`src/hdl/dmm_ctl_pkg.sv`:
```
// layout of the 29-bit switch control vector and the output mode codes
// shared by the pattern sources, the mode selector and the top-level pin split
package dmm_ctl_pkg;

  // width of the switch control vector
  localparam int NUM_BITS = 29;

  typedef logic [NUM_BITS-1:0] ctl_vec_t;

  //////////////////////////////////////////////////////////////////////
  // field start positions, lsb first
  localparam int IDX_AZMUX         = 0;
  localparam int IDX_HIMUX         = 4;
  localparam int IDX_HIMUX2        = 8;
  localparam int IDX_SIG_PC_SW     = 12;
  localparam int IDX_LED0          = 13;
  localparam int IDX_MONITOR       = 14;
  localparam int IDX_ADCMUX        = 22;
  localparam int IDX_CMPR_LATCH    = 26;
  localparam int IDX_MEAS_COMPLETE = 27;
  localparam int IDX_SPI_INTERRUPT = 28;

  // widths of the multi-bit fields
  localparam int W_AZMUX   = 4;
  localparam int W_HIMUX   = 4;
  localparam int W_HIMUX2  = 4;
  localparam int W_MONITOR = 8;
  localparam int W_ADCMUX  = 4;

  //////////////////////////////////////////////////////////////////////
  // output source, codes 6 and 7 fall back to zero
  typedef enum logic [2:0] {
    MODE_ZERO      = 3'd0,
    MODE_ONES      = 3'd1,
    MODE_COUNT     = 3'd2,
    MODE_DIRECT    = 3'd3,
    MODE_ALTERNATE = 3'd4,
    MODE_AZ        = 3'd5
  } mode_t;

  // azmux code for the zero reference: enable set, input 3
  localparam logic [W_AZMUX-1:0] AZMUX_ZERO_REF = 4'b1011;

endpackage

```
`src/hdl/spi_reg_pkg.sv`:
```
// host interface constants for the spi register bank
// frame layout is one address byte then 32 data bits, msb first
package spi_reg_pkg;

  // register and address widths
  localparam int REG_W  = 32;
  localparam int ADDR_W = 8;

  // full write frame, address then data
  localparam int FRAME_BITS = ADDR_W + REG_W;

  typedef logic [REG_W-1:0] reg_t;

  //////////////////////////////////////////////////////////////////////
  // register map

  // scratch register, readback only
  localparam logic [ADDR_W-1:0] REG_LED     = 8'd1;

  // output mode select, low 3 bits used
  localparam logic [ADDR_W-1:0] REG_MODE    = 8'd3;

  // direct switch value, also the first alternation value
  localparam logic [ADDR_W-1:0] REG_DIRECT  = 8'd4;

  // second alternation value
  localparam logic [ADDR_W-1:0] REG_DIRECT2 = 8'd5;

endpackage

```
`src/hdl/spi_regs.sv`:
```
// spi slave sampled in the clk domain, with the host register bank
// a 40-bit frame writes the addressed register when cs rises
// miso returns the old register content during the data bits
`timescale 1ns/100ps

module spi_regs #(
  parameter int VEC_W = 29
) (
  input  logic             clk,
  input  logic             rst_n,
  input  logic             spi_sclk,
  input  logic             spi_cs,
  input  logic             spi_mosi,
  output logic             spi_miso,
  output logic [2:0]       reg_mode,
  output logic [VEC_W-1:0] reg_direct,
  output logic [VEC_W-1:0] reg_direct2
);
  import spi_reg_pkg::*;

  // room for a full frame plus saturation
  localparam int CNT_W = $clog2(FRAME_BITS + 2);

  //////////////////////////////////////////////////////////////////////
  // input synchronizers
  // bit 0 metastable, bit 1 synced, bit 2 previous for edge detect
  logic [2:0] sclk_sr;
  logic [2:0] cs_sr;
  logic [1:0] mosi_sr;

  logic sclk_rise;
  logic sclk_fall;
  logic cs_active;
  logic cs_rise;
  logic mosi_s;

  // frame state
  logic [CNT_W-1:0]  bit_cnt;
  logic [ADDR_W-1:0] addr_sr;
  logic [ADDR_W-1:0] addr_next;
  logic              in_data;
  reg_t              data_sr;
  reg_t              rd_sr;
  reg_t              rd_data;

  // register bank
  reg_t led_q;
  reg_t mode_q;
  reg_t direct_q;
  reg_t direct2_q;

  always_ff @(posedge clk or negedge rst_n)
  begin
    if (!rst_n)
    begin
      sclk_sr <= '0;
      // cs idles high, so start high to avoid a false edge
      cs_sr   <= '1;
      mosi_sr <= '0;
    end
    else
    begin
      sclk_sr <= {sclk_sr[1:0], spi_sclk};
      cs_sr   <= {cs_sr[1:0], spi_cs};
      mosi_sr <= {mosi_sr[0], spi_mosi};
    end
  end

  assign sclk_rise = sclk_sr[1] & ~sclk_sr[2];
  assign sclk_fall = ~sclk_sr[1] & sclk_sr[2];
  assign cs_active = ~cs_sr[1];
  assign cs_rise   = cs_sr[1] & ~cs_sr[2];
  assign mosi_s    = mosi_sr[1];

  //////////////////////////////////////////////////////////////////////
  // bit counter and address shift
  assign addr_next = {addr_sr[ADDR_W-2:0], mosi_s};
  // data bits still to be shifted out on miso
  assign in_data   = (bit_cnt >= CNT_W'(ADDR_W)) && (bit_cnt < CNT_W'(FRAME_BITS));

  always_ff @(posedge clk or negedge rst_n)
  begin
    if (!rst_n)
    begin
      bit_cnt <= '0;
      addr_sr <= '0;
    end
    else if (!cs_active)
      bit_cnt <= '0;
    else if (sclk_rise)
    begin
      // saturate so an overlong frame can never wrap back to 40
      if (bit_cnt != '1)
        bit_cnt <= bit_cnt + 1'b1;
      if (bit_cnt < CNT_W'(ADDR_W))
        addr_sr <= addr_next;
    end
  end

  // read mux, indexed by the address as it completes
  always_comb
  begin
    case (addr_next)
      REG_LED:     rd_data = led_q;
      REG_MODE:    rd_data = mode_q;
      REG_DIRECT:  rd_data = direct_q;
      REG_DIRECT2: rd_data = direct2_q;
      default:     rd_data = '0;
    endcase
  end

  // data in and readback out
  always_ff @(posedge clk)
  begin
    if (cs_active && sclk_rise && bit_cnt >= CNT_W'(ADDR_W))
      data_sr <= {data_sr[REG_W-2:0], mosi_s};
    // last address bit arrives, capture old content for readback
    if (cs_active && sclk_rise && bit_cnt == CNT_W'(ADDR_W - 1))
      rd_sr <= rd_data;
    else if (cs_active && sclk_fall && in_data)
      rd_sr <= rd_sr << 1;
  end

  // miso moves after each falling sclk during the data bits
  always_ff @(posedge clk or negedge rst_n)
  begin
    if (!rst_n)
      spi_miso <= 1'b0;
    else if (!cs_active)
      spi_miso <= 1'b0;
    else if (sclk_fall && in_data)
      spi_miso <= rd_sr[REG_W-1];
  end

  //////////////////////////////////////////////////////////////////////
  // register write on cs release, full frames only
  always_ff @(posedge clk or negedge rst_n)
  begin
    if (!rst_n)
    begin
      led_q     <= '0;
      mode_q    <= '0;
      direct_q  <= '0;
      direct2_q <= '0;
    end
    else if (cs_rise && bit_cnt == CNT_W'(FRAME_BITS))
    begin
      case (addr_sr)
        REG_LED:     led_q     <= data_sr;
        REG_MODE:    mode_q    <= data_sr;
        REG_DIRECT:  direct_q  <= data_sr;
        REG_DIRECT2: direct2_q <= data_sr;
        default:     ;
      endcase
    end
  end

  // truncate to what each consumer needs
  assign reg_mode    = mode_q[2:0];
  assign reg_direct  = direct_q[VEC_W-1:0];
  assign reg_direct2 = direct2_q[VEC_W-1:0];

endmodule

```
`src/hdl/pattern_gen.sv`:
```
// test pattern sources for the switch vector
// count_vec is a free-running count, alt_vec swaps between the two
// direct values every ALT_DIVIDE cycles
`timescale 1ns/100ps

module pattern_gen #(
  parameter int ALT_DIVIDE = 2000000
) (
  input  logic                  clk,
  input  logic                  rst_n,
  input  dmm_ctl_pkg::ctl_vec_t reg_direct,
  input  dmm_ctl_pkg::ctl_vec_t reg_direct2,
  output dmm_ctl_pkg::ctl_vec_t count_vec,
  output dmm_ctl_pkg::ctl_vec_t alt_vec
);

  localparam int DIV_W = $clog2(ALT_DIVIDE + 1);

  logic [DIV_W-1:0] div_cnt;
  logic             div_hit;
  // 0 loads reg_direct next, 1 loads reg_direct2
  logic             alt_sel;

  //////////////////////////////////////////////////////////////////////
  // free-running count, wraps at 2^29
  always_ff @(posedge clk or negedge rst_n)
  begin
    if (!rst_n)
      count_vec <= '0;
    else
      count_vec <= count_vec + 1'b1;
  end

  //////////////////////////////////////////////////////////////////////
  // alternation divider
  // counts 0 .. ALT_DIVIDE-1, so one load every ALT_DIVIDE cycles
  assign div_hit = (div_cnt == DIV_W'(ALT_DIVIDE - 1));

  always_ff @(posedge clk or negedge rst_n)
  begin
    if (!rst_n)
      div_cnt <= '0;
    else if (div_hit)
      div_cnt <= '0;
    else
      div_cnt <= div_cnt + 1'b1;
  end

  // two-value alternation, starts at 0 and loads reg_direct first
  always_ff @(posedge clk or negedge rst_n)
  begin
    if (!rst_n)
    begin
      alt_sel <= 1'b0;
      alt_vec <= '0;
    end
    else if (div_hit)
    begin
      alt_sel <= ~alt_sel;
      if (alt_sel)
        alt_vec <= reg_direct2;
      else
        alt_vec <= reg_direct;
    end
  end

endmodule

```
`src/hdl/az_modulator.sv`:
```
// auto-zero modulation of the input path
// alternates signal and zero phases of AZ_PERIOD cycles each, driving the
// azmux, pre-charge switch, led and monitor; other fields follow reg_direct
`timescale 1ns/100ps

module az_modulator #(
  parameter int AZ_PERIOD = 20000
) (
  input  logic                  clk,
  input  logic                  rst_n,
  input  dmm_ctl_pkg::ctl_vec_t reg_direct,
  output dmm_ctl_pkg::ctl_vec_t az_vec
);
  import dmm_ctl_pkg::*;

  localparam int TMR_W = $clog2(AZ_PERIOD + 1);

  logic [TMR_W-1:0] phase_tmr;
  logic             phase_end;
  // 1 in the signal phase, 0 in the zero phase
  logic             sig_phase;
  logic             led_q;

  //////////////////////////////////////////////////////////////////////
  // phase timer
  // reset lands in the zero phase, first signal phase after AZ_PERIOD
  assign phase_end = (phase_tmr == TMR_W'(AZ_PERIOD - 1));

  always_ff @(posedge clk or negedge rst_n)
  begin
    if (!rst_n)
    begin
      phase_tmr <= '0;
      sig_phase <= 1'b0;
      led_q     <= 1'b0;
    end
    else if (phase_end)
    begin
      phase_tmr <= '0;
      sig_phase <= ~sig_phase;
      // blink once per cycle, on entry to the signal phase
      if (!sig_phase)
        led_q <= ~led_q;
    end
    else
    begin
      phase_tmr <= phase_tmr + 1'b1;
    end
  end

  //////////////////////////////////////////////////////////////////////
  // output vector
  // himux, himux2, adcmux and the top control bits pass straight through
  always_comb
  begin
    az_vec = reg_direct;

    // signal phase keeps the host azmux selection
    // zero phase swaps in the zero reference
    if (!sig_phase)
      az_vec[IDX_AZMUX +: W_AZMUX] = AZMUX_ZERO_REF;

    // pre-charge switch closed during the signal phase
    az_vec[IDX_SIG_PC_SW] = sig_phase;
    az_vec[IDX_LED0]      = led_q;

    // monitor bit 0 shows the phase for the scope
    az_vec[IDX_MONITOR +: W_MONITOR] = {{(W_MONITOR - 1){1'b0}}, sig_phase};
  end

endmodule

```
`src/hdl/mode_select.sv`:
```
// registered output selector for the switch vector
// picks one source by the host mode code, one cycle of latency
`timescale 1ns/100ps

module mode_select (
  input  logic                  clk,
  input  logic                  rst_n,
  input  dmm_ctl_pkg::mode_t    mode,
  input  dmm_ctl_pkg::ctl_vec_t count_vec,
  input  dmm_ctl_pkg::ctl_vec_t alt_vec,
  input  dmm_ctl_pkg::ctl_vec_t direct_vec,
  input  dmm_ctl_pkg::ctl_vec_t az_vec,
  output dmm_ctl_pkg::ctl_vec_t ctl_out
);
  import dmm_ctl_pkg::*;

  //////////////////////////////////////////////////////////////////////
  // eight-way choice
  // zero and all-ones are made here, unused codes 6 and 7 give zero
  always_ff @(posedge clk or negedge rst_n)
  begin
    if (!rst_n)
      ctl_out <= '0;
    else
    begin
      case (mode)
        MODE_ZERO:
          ctl_out <= '0;
        MODE_ONES:
          ctl_out <= '1;
        MODE_COUNT:
          ctl_out <= count_vec;
        MODE_DIRECT:
          ctl_out <= direct_vec;
        MODE_ALTERNATE:
          ctl_out <= alt_vec;
        MODE_AZ:
          ctl_out <= az_vec;
        default:
          ctl_out <= '0;
      endcase
    end
  end

endmodule

```
`src/hdl/dmm_ctl_top.sv`:
```
// voltmeter control core top level
// spi register bank feeding the pattern and auto-zero sources,
// the mode selector picks one and the vector is split into pin groups
`timescale 1ns/100ps

module dmm_ctl_top #(
  parameter int ALT_DIVIDE = 2000000,
  parameter int AZ_PERIOD  = 20000
) (
  input  logic       clk,
  input  logic       rst_n,
  input  logic       spi_sclk,
  input  logic       spi_cs,
  input  logic       spi_mosi,
  output logic       spi_miso,
  output logic [3:0] azmux,
  output logic [3:0] himux,
  output logic [3:0] himux2,
  output logic       sig_pc_sw,
  output logic       led0,
  output logic [7:0] monitor,
  output logic [3:0] adcmux,
  output logic       cmpr_latch,
  output logic       meas_complete,
  output logic       spi_interrupt
);
  import dmm_ctl_pkg::*;

  logic [2:0] reg_mode;
  ctl_vec_t   reg_direct;
  ctl_vec_t   reg_direct2;
  ctl_vec_t   count_vec;
  ctl_vec_t   alt_vec;
  ctl_vec_t   az_vec;
  ctl_vec_t   ctl_out;

  //////////////////////////////////////////////////////////////////////
  // host registers
  spi_regs #(.VEC_W(NUM_BITS)) i_spi_regs (
    .clk         (clk),
    .rst_n       (rst_n),
    .spi_sclk    (spi_sclk),
    .spi_cs      (spi_cs),
    .spi_mosi    (spi_mosi),
    .spi_miso    (spi_miso),
    .reg_mode    (reg_mode),
    .reg_direct  (reg_direct),
    .reg_direct2 (reg_direct2)
  );

  // count and alternation sources
  pattern_gen #(.ALT_DIVIDE(ALT_DIVIDE)) i_pattern_gen (
    .clk         (clk),
    .rst_n       (rst_n),
    .reg_direct  (reg_direct),
    .reg_direct2 (reg_direct2),
    .count_vec   (count_vec),
    .alt_vec     (alt_vec)
  );

  // auto-zero source
  az_modulator #(.AZ_PERIOD(AZ_PERIOD)) i_az_modulator (
    .clk        (clk),
    .rst_n      (rst_n),
    .reg_direct (reg_direct),
    .az_vec     (az_vec)
  );

  mode_select i_mode_select (
    .clk        (clk),
    .rst_n      (rst_n),
    .mode       (mode_t'(reg_mode)),
    .count_vec  (count_vec),
    .alt_vec    (alt_vec),
    .direct_vec (reg_direct),
    .az_vec     (az_vec),
    .ctl_out    (ctl_out)
  );

  //////////////////////////////////////////////////////////////////////
  // split the vector into pin groups
  assign azmux         = ctl_out[IDX_AZMUX +: W_AZMUX];
  assign himux         = ctl_out[IDX_HIMUX +: W_HIMUX];
  assign himux2        = ctl_out[IDX_HIMUX2 +: W_HIMUX2];
  assign sig_pc_sw     = ctl_out[IDX_SIG_PC_SW];
  assign led0          = ctl_out[IDX_LED0];
  assign monitor       = ctl_out[IDX_MONITOR +: W_MONITOR];
  assign adcmux        = ctl_out[IDX_ADCMUX +: W_ADCMUX];
  assign cmpr_latch    = ctl_out[IDX_CMPR_LATCH];
  assign meas_complete = ctl_out[IDX_MEAS_COMPLETE];
  assign spi_interrupt = ctl_out[IDX_SPI_INTERRUPT];

endmodule

```
`config.mk`:
```
export PLATFORM = sky130hd
export DESIGN_NAME = dmm_ctl_top
export DESIGN_NICKNAME = d
export VERILOG_FILES = /design/src/hdl/dmm_ctl_pkg.sv /design/src/hdl/spi_reg_pkg.sv /design/src/hdl/spi_regs.sv /design/src/hdl/pattern_gen.sv /design/src/hdl/az_modulator.sv /design/src/hdl/mode_select.sv /design/src/hdl/dmm_ctl_top.sv
export SDC_FILE = /design/constraint.sdc
export NUM_CORES = 1
export LEC_CHECK = 0
export ABC_AREA = 1
export BUFFER_PORTS_ARGS = -buffer_cell sky130_fd_sc_hd__buf_2
export CAP_MARGIN = 25
export CORE_AREA = 3 3 151 263
export CTS_BUF_LIST = sky130_fd_sc_hd__clkbuf_2 sky130_fd_sc_hd__clkbuf_4 sky130_fd_sc_hd__clkbuf_8
export DETAILED_ROUTE_END_ITERATION = 16
export DIE_AREA = 0 0 154 266
export PLACE_DENSITY = 0.59
export RECOVER_POWER = 50
export SLEW_MARGIN = 20
export SYNTH_ARGS = -nofsm -noshare
export SYNTH_HDL_FRONTEND = slang
export SYNTH_HIERARCHICAL = 1
export SYNTH_SLANG_ARGS = --single-unit
```
`constraint.sdc`:
```
create_clock -name clk -period 4.4 [get_ports clk]
set_input_delay 0.44 -clock clk [delete_from_list [all_inputs] [get_ports clk]]
set_output_delay 0.44 -clock clk [all_outputs]
set_load 0.05 [all_outputs]
```
==> impl_metrics.env <==
export IMPL_syn_avg_cell_area_sq_um=8.50
export IMPL_critical_path_top_delay_family="buffers and inverters"
export IMPL_grt_max_degree=131
export IMPL_cp_cell_sequence="dlygate4sd3_1 -> clkbuf_2"
export IMPL_track_usage_pct=20.4
export IMPL_ys_flop_type="dfrtp_1"
export IMPL_dpl_cell_count=2357
export IMPL_setup_tns_ns=0
export IMPL_cts_setup_buffers=0
export IMPL_use_met1_pct=22.9
export IMPL_crit_path_start_kind="primary input"
export IMPL_max_freq_ghz=0.358
export IMPL_crit_fanout=100
export IMPL_status="complete, but fails checks"
export IMPL_yosysWarningCount=6
export IMPL_synth_seq_cells=341
export IMPL_final_antenna_net_count=0
export IMPL_io_buffer_count=34
export IMPL_grt_util_met3_pct=2.57
export IMPL_drt_pass1_iter_count=6
export IMPL_slew_viol_final=99
export IMPL_power_share_switching_pct=25.4
export IMPL_p_seq_share_pct=49.4
export IMPL_first_global_vias=13100
export IMPL_ys_types=38
export IMPL_routedWlPerCell_um=16.9
export IMPL_cp_end_kind="async pin"
export IMPL_critPathBufInv=2
export IMPL_seq_area_frac_synth_pct=52.3
export IMPL_via_count=12800
export IMPL_cts_buffers=51
export IMPL_critPathArrivalTime_ns=2.92
export IMPL_p_leak_nw=8.55
export IMPL_cts_tree="done"
export IMPL_yosysTopAreaCellShare_pct=40.5
export IMPL_use_met2_pct=38.0
export IMPL_cts_sinks=341
export IMPL_clk_latency_ns=0.61
export IMPL_synth_edff_count=64
export IMPL_critical_path_class="primary input to async pin"
export IMPL_cap_violations=1
export IMPL_tightest_slew_ns=2.67
export IMPL_design_area_sq_um=17900
export IMPL_clk_pin_slew_ns=0.06
export IMPL_required_ns=4.53
export IMPL_grt_pass1_wl_um=68200
export IMPL_finClkSkew_ns=0.0170
export IMPL_power_density_nw_per_um2=367
export IMPL_synth_most_common_cell="nand2_1"
export IMPL_placed_cell_area_sq_um=16700
export IMPL_die_width_um=154
export IMPL_rows=94
export IMPL_yosys_top_cells_count="620 x nand2_1, 274 x dfrtp_1, 218 x nand3_1"
export IMPL_relSlewSlack_pct=-77.8
export IMPL_intPower_mw=4.90
export IMPL_cts_resized_gates=0
export IMPL_viasPerCell=5.21
export IMPL_drive_above_1_share_pct=10.8
export IMPL_stdcell_count=2458
export IMPL_start_util_pct=44.9
export IMPL_hold_violations=0
export IMPL_ioPinCount=35
export IMPL_synth_area_sq_um=16900
export IMPL_areaGrowthSynthToFinish_pct=5.53
export IMPL_hpwl_um=27700
export IMPL_period_needed_ns=2.79
export IMPL_grt_overflow_total=0
export IMPL_postSynth_asyncResetShare_pct=81.2
export IMPL_synth_area_leaders="dfrtp_1 40%, nand2_1 14%, edfxtp_1 11%"
export IMPL_syn_inst=1993
export IMPL_cts_root_buf="clkbuf_8"
export IMPL_synth_area_leader_cell="dfrtp_1"
export IMPL_failed_checks="capacitance limit, slew limit"
export IMPL_die_area_sq_um=41000
export IMPL_combPwrFrac_pct=7.3
export IMPL_drc=0
export IMPL_finalCritPeriodShare_pct=63.5
export IMPL_nets=1945
export IMPL_crit_slowest_cell="clkbuf_2"
export IMPL_min_path_type="flip-flop to flip-flop"
export IMPL_die_y_um=266
export IMPL_switching_power_mw=1.67
export IMPL_slowest_delay_ns=1.84
export IMPL_power_share_clock_pct=43.2
export IMPL_gp_congestion=0.875
export IMPL_peakVddDrop_v=0.000410
export IMPL_grt_busiest_layer="met2"
export IMPL_setup_viol=0
export IMPL_dr_first_iter_drc_count=926
export IMPL_power_total_mw=6.56
export IMPL_antenna_found_initial=1
export IMPL_htreeDepth=2
export IMPL_wl_um=41500
export IMPL_rsz0062_at_grt="no"
export IMPL_core_sq_um=37800
export IMPL_clock_path_buffers=3
## cells by family (layout without fill, tap and decap cells)
logic type,after synthesis,in the layout,synth area share [%]
compound gates,209,209,7.06
xor+xnor,31,31,1.60
fa+ha+maj,5,5,0.369
buf+inv,322,300,10.7
flops,341,341,52.3
other cells,1,8,0.0221
simple gates,1084,1084,28.0
## metal layers
layer,part of all wire (%),vias up
met5,0,-
met2,53,280
met3,3.5,106
li1,-,6299
met1,39,6131
met4,4.3,0
## power groups by stage
| stage | sequential (mW) | combinational (mW) | clock [mW] |
|---|---|---|---|
| after CTS | 3.24 | 0.479 | 2.94 |
| after global placement | 3.30 | 0.462 | 0 |
| after detailed placement | 3.30 | 0.473 | 0 |
| after global routing | 3.24 | 0.524 | 3.07 |
| final | 3.24 | 0.480 | 2.84 |
| after floorplan | 3.30 | 0.339 | 0 |
## repair_timing
action	4_1_cts	5_1_grt
hold buffers	4	0
endpoints found under the setup margin	0	0
endpoints found under the hold margin	98	0
## final cells by class
| cell class | count | area (sq um) |
|---|---|---|
| fillers | 3698 | 19900 |
| flip-flops and latches | 341 | 8860 |
| multi-input cells | 1336 | 6310 |
| clock buffers | 82 | 1010 |
| well taps | 480 | 601 |
| inverters | 141 | 532 |
| repair buffers | 64 | 442 |
| clock inverters | 13 | 123 |
| diodes | 1 | 2.50 |
## cell usage in the layout, fill, tap and decap left out, drive strengths merged, types with 2 or more instances in the layout
cell type,instances
nand2,631
clkinv,9
nand4,74
nor3,10
dfstp,3
clkinvlp,2
bufinv,2
nor2,136
ha,5
nand3b,7
conb,7
dfrtp,274
xor2,22
o21ai,202
edfxtp,64
xnor2,9
or2,4
clkbuf,112
buf,30
nand3,221
inv,141
a21oi,5
dlygate4sd3,4
## final timing paths
path | startpoint | end | slack [ns] | cells past startpoint
setup / recovery | rst_n | i_spi_regs/direct_q[29] | 1.61 | 2
max in group clk | i_spi_regs/cs_sr[1] | i_spi_regs/direct2_q[16] | 2.14 | 6
setup reg to reg | i_spi_regs/cs_sr[1] | i_spi_regs/direct2_q[16] | 2.14 | 6
min in group asynchronous | rst_n | i_az_modulator/phase_tmr[13] | 1.18 | 2
hold reg to reg | i_spi_regs/sclk_sr[0] | i_spi_regs/sclk_sr[1] | 0.35 | 0
hold / removal | i_spi_regs/sclk_sr[0] | i_spi_regs/sclk_sr[1] | 0.35 | 0
## state kept, by name, indices dropped and copies added, names as in the netlist, 32 cells and up
register and count:
i_spi_regs/led_q 32, i_spi_regs/data_sr 32, i_spi_regs/rd_sr 32, i_spi_regs/direct2_q 32
i_spi_regs/direct_q 32, i_spi_regs/mode_q 32
## stage by stage
step / worst slack, ns / utilization (%) / hold slack (ns)
CTS: 2.10 / 47.5 / 0.346
floorplan: 0.867 / - / 0.144
global route: 1.17 / 47.3 / 0.350
detailed placement: 2.11 / 44.4 / 0.336
finish: 1.61 / 47.3 / 0.346
global placement: 2.13 / 44.2 / 0.333
No activity file was read; power rests on OpenSTA's default activity.
